### config.mk
export PLATFORM = sky130hd
export DESIGN_NAME = conv_top
export DESIGN_NICKNAME = d
export VERILOG_FILES = /design/src/design/conv_pkg.sv /design/src/design/conv_job_if.sv /design/src/design/conv_result_if.sv /design/src/design/conv_csr.sv /design/src/design/conv_engine.sv /design/src/design/conv_writeback.sv /design/src/design/conv_top.sv
export SDC_FILE = /design/constraint.sdc
export NUM_CORES = 2
export LEC_CHECK = 0
export BUFFER_PORTS_ARGS = -buffer_cell sky130_fd_sc_hd__buf_2
export CAP_MARGIN = 20
export CORE_MARGIN = 5
export CORE_UTILIZATION = 50
export DETAILED_ROUTE_END_ITERATION = 8
export PLACE_DENSITY_LB_ADDON = 0.3
export SYNTH_ARGS = -nofsm -noshare
export SYNTH_HDL_FRONTEND = slang
export SYNTH_SLANG_ARGS = --single-unit
### constraint.sdc
create_clock -name clock -period 17.2 [get_ports clock]
set_input_delay 5.16 -clock clock [delete_from_list [all_inputs] [get_ports clock]]
set_output_delay 5.16 -clock clock [all_outputs]
set_load 0.03 [all_outputs]
### src/design/conv_pkg.sv
`default_nettype none

package conv_pkg;

    typedef logic [31:0] addr_t;     // byte address.
    typedef logic [31:0] word_t;     // sample, coefficient and result.
    typedef logic [23:0] count_t;    // word count.
    typedef logic [3:0]  csr_addr_t;

    // register map of the slave port.
    localparam csr_addr_t CSR_CONTROL     = 4'h0;
    localparam csr_addr_t CSR_SOURCE      = 4'h1;
    localparam csr_addr_t CSR_DESTINATION = 4'h2;
    localparam csr_addr_t CSR_WORD_SIZE   = 4'h3;
    localparam csr_addr_t CSR_KERNEL      = 4'h4;

    typedef enum logic [1:0] {
        IDLE,
        LOAD_KERNEL,
        STREAM,
        DRAIN
    } engine_state_t;

endpackage

`default_nettype wire

### src/design/conv_job_if.sv
`timescale 1ns/1ns
`default_nettype none

interface conv_job_if;
    import conv_pkg::*;

    logic   go;                     // one cycle pulse.
    logic   flush;                  // one cycle pulse.
    addr_t  source_pointer;
    addr_t  destination_pointer;
    addr_t  kernel_pointer;
    count_t word_size;
    logic   busy;

    modport csr (
        output go,
        output flush,
        output source_pointer,
        output destination_pointer,
        output kernel_pointer,
        output word_size,
        input  busy
    );

    modport engine (
        input  go,
        input  flush,
        input  source_pointer,
        input  destination_pointer,
        input  kernel_pointer,
        input  word_size,
        output busy
    );

endinterface

`default_nettype wire

### src/design/conv_result_if.sv
`timescale 1ns/1ns
`default_nettype none

interface conv_result_if;
    import conv_pkg::*;

    logic  valid;                   // one strobe per result, no back-pressure.
    addr_t address;
    word_t data;
    logic  last;
    logic  done;                    // final write issued.

    modport engine (
        output valid,
        output address,
        output data,
        output last,
        input  done
    );

    modport writeback (
        input  valid,
        input  address,
        input  data,
        input  last,
        output done
    );

endinterface

`default_nettype wire

### src/design/conv_csr.sv
`timescale 1ns/1ns
`default_nettype none

module conv_csr (
    input  logic                clock,
    input  logic                clock_sreset,

    input  conv_pkg::csr_addr_t s_address,
    input  conv_pkg::word_t     s_writedata,
    output conv_pkg::word_t     s_readdata,
    input  logic                s_read,
    input  logic                s_write,
    output logic                s_waitrequest,

    conv_job_if.csr             job
);
    import conv_pkg::*;

    logic read_latency;             // second cycle of a read.
    logic control_write;

    // writes never wait, reads hold off for one cycle.
    always_comb begin
        s_waitrequest = s_write ? 1'b0 : (s_read ? ~read_latency : 1'b0);
    end

    always_comb begin
        control_write = s_write && (s_address == CSR_CONTROL);
    end

    always_ff @(posedge clock) begin
        if (clock_sreset) begin
            read_latency <= 1'b0;
            s_readdata <= '0;
            job.go <= 1'b0;
            job.flush <= 1'b0;
            job.source_pointer <= '0;
            job.destination_pointer <= '0;
            job.kernel_pointer <= '0;
            job.word_size <= '0;
        end
        else begin
            read_latency <= read_latency ? 1'b0 : s_read;

            // flush takes precedence when both bits are written.
            job.go <= control_write && s_writedata[0] && !s_writedata[1];
            job.flush <= control_write && s_writedata[1];

            if (s_write) begin
                case (s_address)
                    CSR_SOURCE: begin
                        job.source_pointer <= s_writedata;
                    end
                    CSR_DESTINATION: begin
                        job.destination_pointer <= s_writedata;
                    end
                    CSR_WORD_SIZE: begin
                        job.word_size <= s_writedata[$bits(count_t)-1:0];
                    end
                    CSR_KERNEL: begin
                        job.kernel_pointer <= s_writedata;
                    end
                    default: begin
                    end
                endcase
            end

            if (s_read && !read_latency) begin  // captured in the wait cycle.
                case (s_address)
                    CSR_CONTROL: begin
                        s_readdata <= word_t'(job.busy);
                    end
                    CSR_SOURCE: begin
                        s_readdata <= job.source_pointer;
                    end
                    CSR_DESTINATION: begin
                        s_readdata <= job.destination_pointer;
                    end
                    CSR_WORD_SIZE: begin
                        s_readdata <= word_t'(job.word_size);
                    end
                    CSR_KERNEL: begin
                        s_readdata <= job.kernel_pointer;
                    end
                    default: begin
                        s_readdata <= '0;
                    end
                endcase
            end
        end
    end

    go_flush_exclusive: assert property (
        @(posedge clock) disable iff (clock_sreset)
        !(job.go && job.flush)
    );

endmodule

`default_nettype wire

### src/design/conv_engine.sv
`timescale 1ns/1ns
`default_nettype none

module conv_engine #(
    parameter int NUM_TAPS = 3
)
(
    input  logic            clock,
    input  logic            clock_sreset,

    output conv_pkg::addr_t rd_address,
    output logic            rd_read,
    input  conv_pkg::word_t rd_readdata,

    conv_job_if.engine      job,
    conv_result_if.engine   result
);
    import conv_pkg::*;

    engine_state_t state;

    addr_t  src_q;
    addr_t  out_ptr;                // destination of the next launched result.
    count_t size_q;
    count_t issue_count;            // reads issued in the current phase.
    count_t sample_count;           // source words received.
    count_t stream_total;

    logic   rd_valid;
    logic   rd_kernel;
    logic   kernel_in;
    logic   sample_in;
    logic   kernel_last;
    logic   window_full;
    logic   launch;

    word_t  kernel_q    [NUM_TAPS];
    word_t  window      [NUM_TAPS];
    word_t  window_next [NUM_TAPS];
    word_t  product     [NUM_TAPS];
    word_t  product_sum;

    logic   mul_valid;
    logic   mul_last;
    addr_t  mul_address;

    assign job.busy = (state != IDLE);

    always_comb begin
        stream_total = size_q + count_t'(NUM_TAPS - 1);
        kernel_in = rd_valid && rd_kernel;
        sample_in = rd_valid && !rd_kernel;
        kernel_last = (state == LOAD_KERNEL) && (issue_count == count_t'(NUM_TAPS - 1));
        window_full = (sample_count >= count_t'(NUM_TAPS - 1));
        launch = sample_in && window_full;
    end

    // window as it stands once the returning sample is shifted in.
    always_comb begin
        for (int j = 0; j < NUM_TAPS - 1; j++) begin
            window_next[j] = window[j + 1];
        end
        window_next[NUM_TAPS - 1] = rd_readdata;
    end

    always_comb begin
        product_sum = '0;
        for (int j = 0; j < NUM_TAPS; j++) begin
            product_sum = product_sum + product[j];
        end
    end

    always_ff @(posedge clock) begin
        if (clock_sreset) begin
            state <= IDLE;
            rd_read <= 1'b0;
            rd_valid <= 1'b0;
            rd_kernel <= 1'b0;
            issue_count <= '0;
            sample_count <= '0;
            mul_valid <= 1'b0;
            result.valid <= 1'b0;
        end
        else begin
            rd_valid <= rd_read && !job.flush;  // data arrives one cycle later.
            rd_kernel <= (state == LOAD_KERNEL);
            mul_valid <= launch && !job.flush;
            result.valid <= mul_valid && !job.flush;
            if (sample_in) begin
                sample_count <= sample_count + 1'b1;
            end

            case (state)
                IDLE: begin
                    if (job.go) begin
                        issue_count <= '0;
                        sample_count <= '0;
                        rd_read <= (job.word_size != '0);
                        state <= (job.word_size == '0) ? DRAIN : LOAD_KERNEL;
                    end
                end
                LOAD_KERNEL: begin
                    if (kernel_last) begin
                        issue_count <= '0;
                        state <= STREAM;
                    end
                    else begin
                        issue_count <= issue_count + 1'b1;
                    end
                end
                STREAM: begin
                    if (issue_count == stream_total - 1'b1) begin
                        rd_read <= 1'b0;
                        state <= DRAIN;
                    end
                    else begin
                        issue_count <= issue_count + 1'b1;
                    end
                end
                DRAIN: begin
                    if (result.done || size_q == '0) begin  // empty job has no done.
                        state <= IDLE;
                    end
                end
                default: begin
                    state <= IDLE;
                end
            endcase

            if (job.flush) begin
                rd_read <= 1'b0;
                state <= IDLE;
            end
        end
    end

    always_ff @(posedge clock) begin
        if (state == IDLE && job.go) begin
            src_q <= job.source_pointer;
            size_q <= job.word_size;
            out_ptr <= job.destination_pointer;
            rd_address <= job.kernel_pointer;
        end
        else begin
            if (rd_read) begin
                rd_address <= kernel_last ? src_q : rd_address + 32'd4;
            end
            if (launch) begin
                out_ptr <= out_ptr + 32'd4;
            end
        end

        if (kernel_in) begin
            for (int j = 0; j < NUM_TAPS - 1; j++) begin
                kernel_q[j] <= kernel_q[j + 1];
            end
            kernel_q[NUM_TAPS - 1] <= rd_readdata;
        end
        if (sample_in) begin
            window <= window_next;
        end

        // stage one multiplies, stage two sums.
        for (int j = 0; j < NUM_TAPS; j++) begin
            product[j] <= kernel_q[j] * window_next[j];
        end
        mul_address <= out_ptr;
        mul_last <= (sample_count == stream_total - 1'b1);

        result.data <= product_sum;
        result.address <= mul_address;
        result.last <= mul_last;
    end

    no_read_in_idle: assert property (
        @(posedge clock) disable iff (clock_sreset)
        !(rd_read && state == IDLE)
    );

    valid_only_while_busy: assert property (
        @(posedge clock) disable iff (clock_sreset)
        result.valid |-> job.busy
    );

endmodule

`default_nettype wire

### src/design/conv_writeback.sv
`timescale 1ns/1ns
`default_nettype none

module conv_writeback (
    input  logic               clock,
    input  logic               clock_sreset,

    output conv_pkg::addr_t    wr_address,
    output conv_pkg::word_t    wr_writedata,
    output logic               wr_write,

    conv_result_if.writeback   result,

    input  logic               flush
);
    import conv_pkg::*;

    addr_t write_address;
    word_t write_data;

    always_ff @(posedge clock) begin
        if (clock_sreset) begin
            wr_write <= 1'b0;
            result.done <= 1'b0;
        end
        else begin
            // results still in flight are dropped on flush.
            wr_write <= result.valid && !flush;
            result.done <= result.valid && result.last && !flush;
        end
    end

    always_ff @(posedge clock) begin
        write_address <= result.address;
        write_data <= result.data;
    end

    assign wr_address = write_address;
    assign wr_writedata = write_data;

    write_follows_valid: assert property (
        @(posedge clock) disable iff (clock_sreset)
        (wr_write || result.done) |-> $past(result.valid)
    );

endmodule

`default_nettype wire

### src/design/conv_top.sv
`timescale 1ns/1ns
`default_nettype none

module conv_top #(
    parameter int NUM_TAPS = 3      // kernel length, 1 to 8.
)
(
    input  logic                clock,
    input  logic                clock_sreset,

    input  conv_pkg::csr_addr_t s_address,
    input  conv_pkg::word_t     s_writedata,
    output conv_pkg::word_t     s_readdata,
    input  logic                s_read,
    input  logic                s_write,
    output logic                s_waitrequest,

    output conv_pkg::addr_t     rd_address,
    output logic                rd_read,
    input  conv_pkg::word_t     rd_readdata,

    output conv_pkg::addr_t     wr_address,
    output conv_pkg::word_t     wr_writedata,
    output logic                wr_write
);

    conv_job_if    job ();
    conv_result_if result ();

    conv_csr csr (
        .clock         (clock),
        .clock_sreset  (clock_sreset),
        .s_address     (s_address),
        .s_writedata   (s_writedata),
        .s_readdata    (s_readdata),
        .s_read        (s_read),
        .s_write       (s_write),
        .s_waitrequest (s_waitrequest),
        .job           (job.csr)
    );

    conv_engine #(
        .NUM_TAPS (NUM_TAPS)
    ) engine (
        .clock        (clock),
        .clock_sreset (clock_sreset),
        .rd_address   (rd_address),
        .rd_read      (rd_read),
        .rd_readdata  (rd_readdata),
        .job          (job.engine),
        .result       (result.engine)
    );

    conv_writeback writeback (
        .clock        (clock),
        .clock_sreset (clock_sreset),
        .wr_address   (wr_address),
        .wr_writedata (wr_writedata),
        .wr_write     (wr_write),
        .result       (result.writeback),
        .flush        (job.flush)
    );

endmodule

`default_nettype wire

After elaboration in Yosys (flattened, before gate mapping)
Memories as Yosys holds them, arrays and structs flattened. Cells that the tools add are included.

Bits in read-only memories: 0. Memories kept: 2. Output and inout port bits: 131. Word-level logic and storage cells: 127. Latch bits: 0. Memory bits (writable): 192. Input bits: 72. Bits in registers: 558.

Memory list: engine.kernel_q (depth 3, bits a word 32, rd ports 3, clocked after memory_dff 0, write ports 3, RTL line conv_engine.sv:37) `word_t kernel_q [NUM_TAPS];`; engine.product (depth 3, bits a word 32, rd ports 3, clocked after memory_dff 0, write ports 3, RTL line conv_engine.sv:40) `word_t product [NUM_TAPS];`.

Reduce and logical (&&, ||, !) cells: 40. Divide/modulo/power cells: 0. Equal/unequal tests: 15. Shift-type cells: 0. Multiply operators: 3. Add/subtract/negate cells: 8. Bitwise operators: 1. Order comparisons: 1. Mux-type cells: 26.

Operator list (number): 32-bit two-way mux (5); 32-bit case mux with 5 select lines (1); 24-bit two-way mux (6); 32-bit by 32-bit multiplier with 32-bit output (3); 24-bit case mux with 3 select lines (1); 32-bit by 3-bit adder with 32-bit output (second input constant) (2); 32-bit adder (2); 24-bit by 1-bit adder with 24-bit output (second input constant) (2); 24-bit equality test (2); 24-bit zero test (2); 24-bit by 2-bit adder with 24-bit output (second input constant) (1); 24-bit by 2-bit equality test with 1-bit output (second input constant) (1); 24-bit by 2-bit >= comparator with 1-bit output (second input constant) (1); 24-bit nonzero test (1); 24-bit by 1-bit subtractor with 24-bit output (second input constant) (1); 1-bit logical AND (16); 2-bit two-way mux (5); 4-bit by 2-bit equality test with 1-bit output (second input constant) (2); 2-bit case mux with 4 select lines (1); 2-bit AND reduction (4); 2-bit nonzero test (4); 1-bit two-way mux (6); 2-bit by 1-bit inequality test with 1-bit output (second input constant) (3); 3-bit AND reduction (2); 14 further kinds (20).

Logic depth before layout (Yosys ltp)
Depth in word-level cells: 5. Gate-level depth with buffers: 29. Gate-level depth less buffers: 27.

Modules after synthesis
A second synthesis with hierarchy kept.

Cells, all modules: 7659. Area total of the unflattened synthesis: 75184.6 um^2.

By module, submodules not included: conv_engine (sequential area each 13392.8 um^2, instances 1, area each 67669.9 um^2, cells each 6849); conv_csr (sequential area each 3103.0 um^2, instances 1, area each 6173.4 um^2, cells each 742); conv_writeback (sequential area each 1321.3 um^2, instances 1, area each 1341.3 um^2, cells each 68).

Least setup slack after synthesis
No wires, ideal clock.

Path kind: input-to-reg. Start: input port rd_readdata[3]. End: memory engine.product[0][95] in the netlist's numbering. Setup slack: 5.649 ns. Buffers on the path: 2. Data required time: 17.079 ns. Arrival time: 11.430 ns. Cell stages on the path: 26. Setup time: 0.121 ns. Cells stage by stage: clkbuf_1 -> clkbuf_1 -> and2_1 -> fa_1 -> inv_1 -> fa_1 -> fa_1 -> fa_1 -> inv_1 -> fa_1 -> inv_1 -> fa_1 -> inv_1 -> fa_1 -> fa_1 -> ha_1 -> a21o_1 -> a21o_1 -> a21oi_1 -> o21ai_0 -> a21o_1 -> a21oi_1 -> o21ai_0 -> a311oi_1 -> a21oi_1 -> xnor2_1.

RTL lines: from (decl) (RTL line conv_top.sv:20) `input conv_pkg::word_t rd_readdata,`; to (decl) (RTL line conv_engine.sv:40).

==> impl_metrics.ini <==
[run_status]
status = finished, final reports clean

[setup_path]
critPathRequiredTime_ps = 17800
worst-path-buf-inv = 3
worst_setup_path_end_kind = flip-flop
crit_path_max_incr_delay_ps = 660
cp_cell_sequence = buf_2 -> and2_1 -> fa_1 -> fa_1 -> inv_1 -> fa_1 -> fa_1 -> inv_1 -> ha_1 -> ha_1 -> fa_1 -> fa_1 -> ha_1 -> and2_1 -> a22oi_1 -> o21ai_0 -> o41ai_1 -> o21ai_0 -> a21o_1 -> a311oi_1 -> a21oi_1 -> xnor2_1
worstPathArrival_ps = 12300
critical_path.most_common_cell = fa_1
worst_setup_path_start_kind = primary input
critPathTopFamily = adder cells
cpMaxStageDelayCell = o41ai_1
worstPathMaxFanout = 29
crit_type = primary input to flip-flop

[clock_tree]
clkTransAtPathRegs_ps = 70
clock_path_buffers = 3
postCtsResizedCells = 0
number_of_buffers_inserted_during_clock_tree_synthesis = 82
clock_latency_on_the_worst_skew_pair_ps = 730
total_number_of_clock_tree_sinks = 750
cts_htree_levels = 3
cts_setup_buffers = 0
hold_fix_buffers_at_cts = 0
root_buffer = clkbuf_16
cts_tree = built

[placed_design]
detailed_place_hpwl_um = 153000
io_buffer_count = 202
routabilityCongestion = 0.909
dpl_worst_slack_ps = 4770

[floorplan]
floorplan.die.width_um = 396
core_region_area_mm2 = 0.148
design.portCount = 203
core.rowCount = 141
initial_core_util = 0.504
fp.dieH_um = 396
die-area_mm2 = 0.157

[sta]
clock_skew_ps = 77.3
report.final.slew_viol_count = 0
finalSetupViolCount = 0
maxClockFrequency_mhz = 85.5
report.final.hold_viol_count = 0
timing.final.ws_setup_ps = 5510
min_period_over_period = 0.680
grt_setup_unrepaired = false
timing.max_slew.rel_slack = 0.164
final.setup.tns_ps = 0
period_needed_ps = 11690
worstMarginPinSlew_ps = 1250

[detailed_routing]
antenna_violating_nets_left = 0
drt_pre_antenna_iters = 9
initialDrtViolationCount = 4324
wire_per_inst_um = 21.6
remaining_drc_errors = 0
routed_wirelength_um = 209000
vias_after_detailed_routing = 53600
avgViaCountPerCell = 5.54

[power_and_ir_drop]
leakage_nw = 36.0
total_power_mw = 8.97
worst_ir_drop_on_vdd_uv = 214
power-per-cell-area_mw_per_mm2 = 112

[logic_synthesis]
post_synth_inst_count = 7666
yosys_warnings = 0
synth_edf_count = 280
synth-seq-area-share = 0.239
syn_avg_cell_area_um2 = 9.73
synth_cell_types = 76
synth_area_leaders = fa_1, dfxtp_1, edfxtp_1, and2_1, ha_1
yosysTopAreaCell = fa_1
ys_async_sr_fraction = 0
netlist_area_mm2 = 0.0746
synthesized_nets = 9405
most_used_dff_post_synth = dfxtp_1
yosysTopAreaCellShare = 0.337
synth.ff_latch_count = 750

[run]
drv.max_cap_violation_count = 0

[global_route]
first_pass_grt_wire_length_um = 331000
grtUsageTotal = 0.271
grt_pass1_vias = 57600
grt_antenna_before_repair = 25
grt_max_degree = 114
globalRoute.totalOverflow = 0

[final_layout]
drive_above_1_share = 0.0579
area.growth.synth_to_final_pct = 7.63
layout.nets = 9402
top_library_cells_by_usage_in_the_layout_fill_and_taps_aside = fa_1, inv_1, nand2_1, and2_1, dfxtp_1
layout.filler_cells = 13100
layout_commonest_cell = fa_1

[min_path]
worst_hold_path_type = flip-flop to flip-flop
## synthesized netlist by cell type, types with 6 or more instances
master        n
edfxtp_1    280
nor2b_1      26
a21o_1       38
nand3b_1     16
a31oi_1      15
xnor2_1     278
buf_2        16
inv_1      1204
o21bai_1     15
and4_1        8
o21ai_0     165
clkbuf_1    360
o21a_1       16
xor2_1      127
ha_1        411
nor2_1      185
o31ai_1       7
nand2b_1     14
nand2_1    1131
a222oi_1     33
a211o_1       6
fa_1       1256
or4_1         7
a211oi_1     16
nand4_1      23
a2111oi_0    10
and3_1       54
or3_1        11
a21oi_1     298
dfxtp_1     470
mux2i_1       9
o31a_1        6
nor3_1       44
a21boi_0      6
nor4_1       32
and2_1      927
nand3_1      65
## worst reg2reg max path, delay by kind of cell, from the launching register on
family / cells / cell delay (ps)
flip-flops: 1 / 1150
AND/OR/NAND/NOR: 2 / 780
buffers and inverters: 4 / 200
adder cells (fa/ha/maj): 9 / 4220
AO/OA/AOI/OAI: 7 / 2160
XOR/XNOR: 1 / 130
## final cells by class
class	instances	area (um2)	share of cell area
antenna	16	40.0	0.000499
sequential	750	17800	0.222
timing repair buffer	290	1730	0.0215
multi-input combinational	5334	50900	0.634
inverter	1205	4530	0.0563
tap	1930	2410	0.0301
clock inverter	42	603	0.00751
clock buffer	112	2300	0.0286
## sequential cells by signal, indices dropped and copies added (netlist names), 32 cells and up
signal                       cells
csr.s_readdata                  32
engine.result.data              32
engine.result.address           32
engine.product                  96
engine.mul_address              32
csr.job.kernel_pointer          32
engine.window                   64
engine.rd_address               32
csr.job.source_pointer          32
writeback.wr_writedata          32
engine.out_ptr                  32
writeback.wr_address            32
engine.kernel_q                 96
engine.src_q                    32
csr.job.destination_pointer     32
## per-layer routing
layer | global-route usage | share of wire | routed length (um) | vias up
met2 | 0.425 | 0.45 | 94300 | 2303
met1 | 0.365 | 0.41 | 85200 | 27200
met5 | 0 | 0.00042 | 88 | -
met4 | 0.0898 | 0.037 | 7650 | 14
met3 | 0.0782 | 0.11 | 22000 | 488
li1 | - | - | - | 23600
## kinds of logic after synthesis
group,share of synthesized area
XOR/XNOR,0.0481
adder cells (fa/ha/maj),0.406
AND/OR/NAND/NOR,0.171
buffers and inverters,0.0799
AO/OA/AOI/OAI,0.0549
multiplexers,0.00121
flip-flops,0.239
## path summary, 6_finish.rpt
path,start,endpoint,slack (ps),depth (start not counted)
setup reg to reg,engine.kernel_q[0][45],engine.product[0][61],8460,23
hold / removal,engine.result.address[27],writeback.wr_address[27],320,0
hold reg to reg,engine.result.address[27],writeback.wr_address[27],320,0
setup / recovery,rd_readdata[5],engine.product[0][95],5510,22
## per-stage QoR
| stage | std cells | area [um2] | util | hold slack, ps |
|---|---|---|---|---|
| floorplan | 7666 | 74600 | - | 310 |
| global placement | 9506 | 77300 | 0.522 | 310 |
| detailed placement | 9507 | 77300 | 0.522 | 312 |
| CTS | 9661 | 80200 | 0.542 | 323 |
| global route | 9671 | 80300 | 0.542 | 329 |
| finish | 9679 | 80300 | 0.543 | 323 |
## report_power, final
| part | switching (mW) | internal [mW] | total [mW] | leakage, nW |
|---|---|---|---|---|
| clock network | 0.799 | 1.07 | 1.87 | 1.39 |
| registers | 0.122 | 2.05 | 2.17 | 6.38 |
| logic | 2.83 | 2.11 | 4.94 | 28.2 |
| total | 3.75 | 5.23 | 8.97 | 36.0 |
Note: power is estimated with default switching activity, not from simulation.
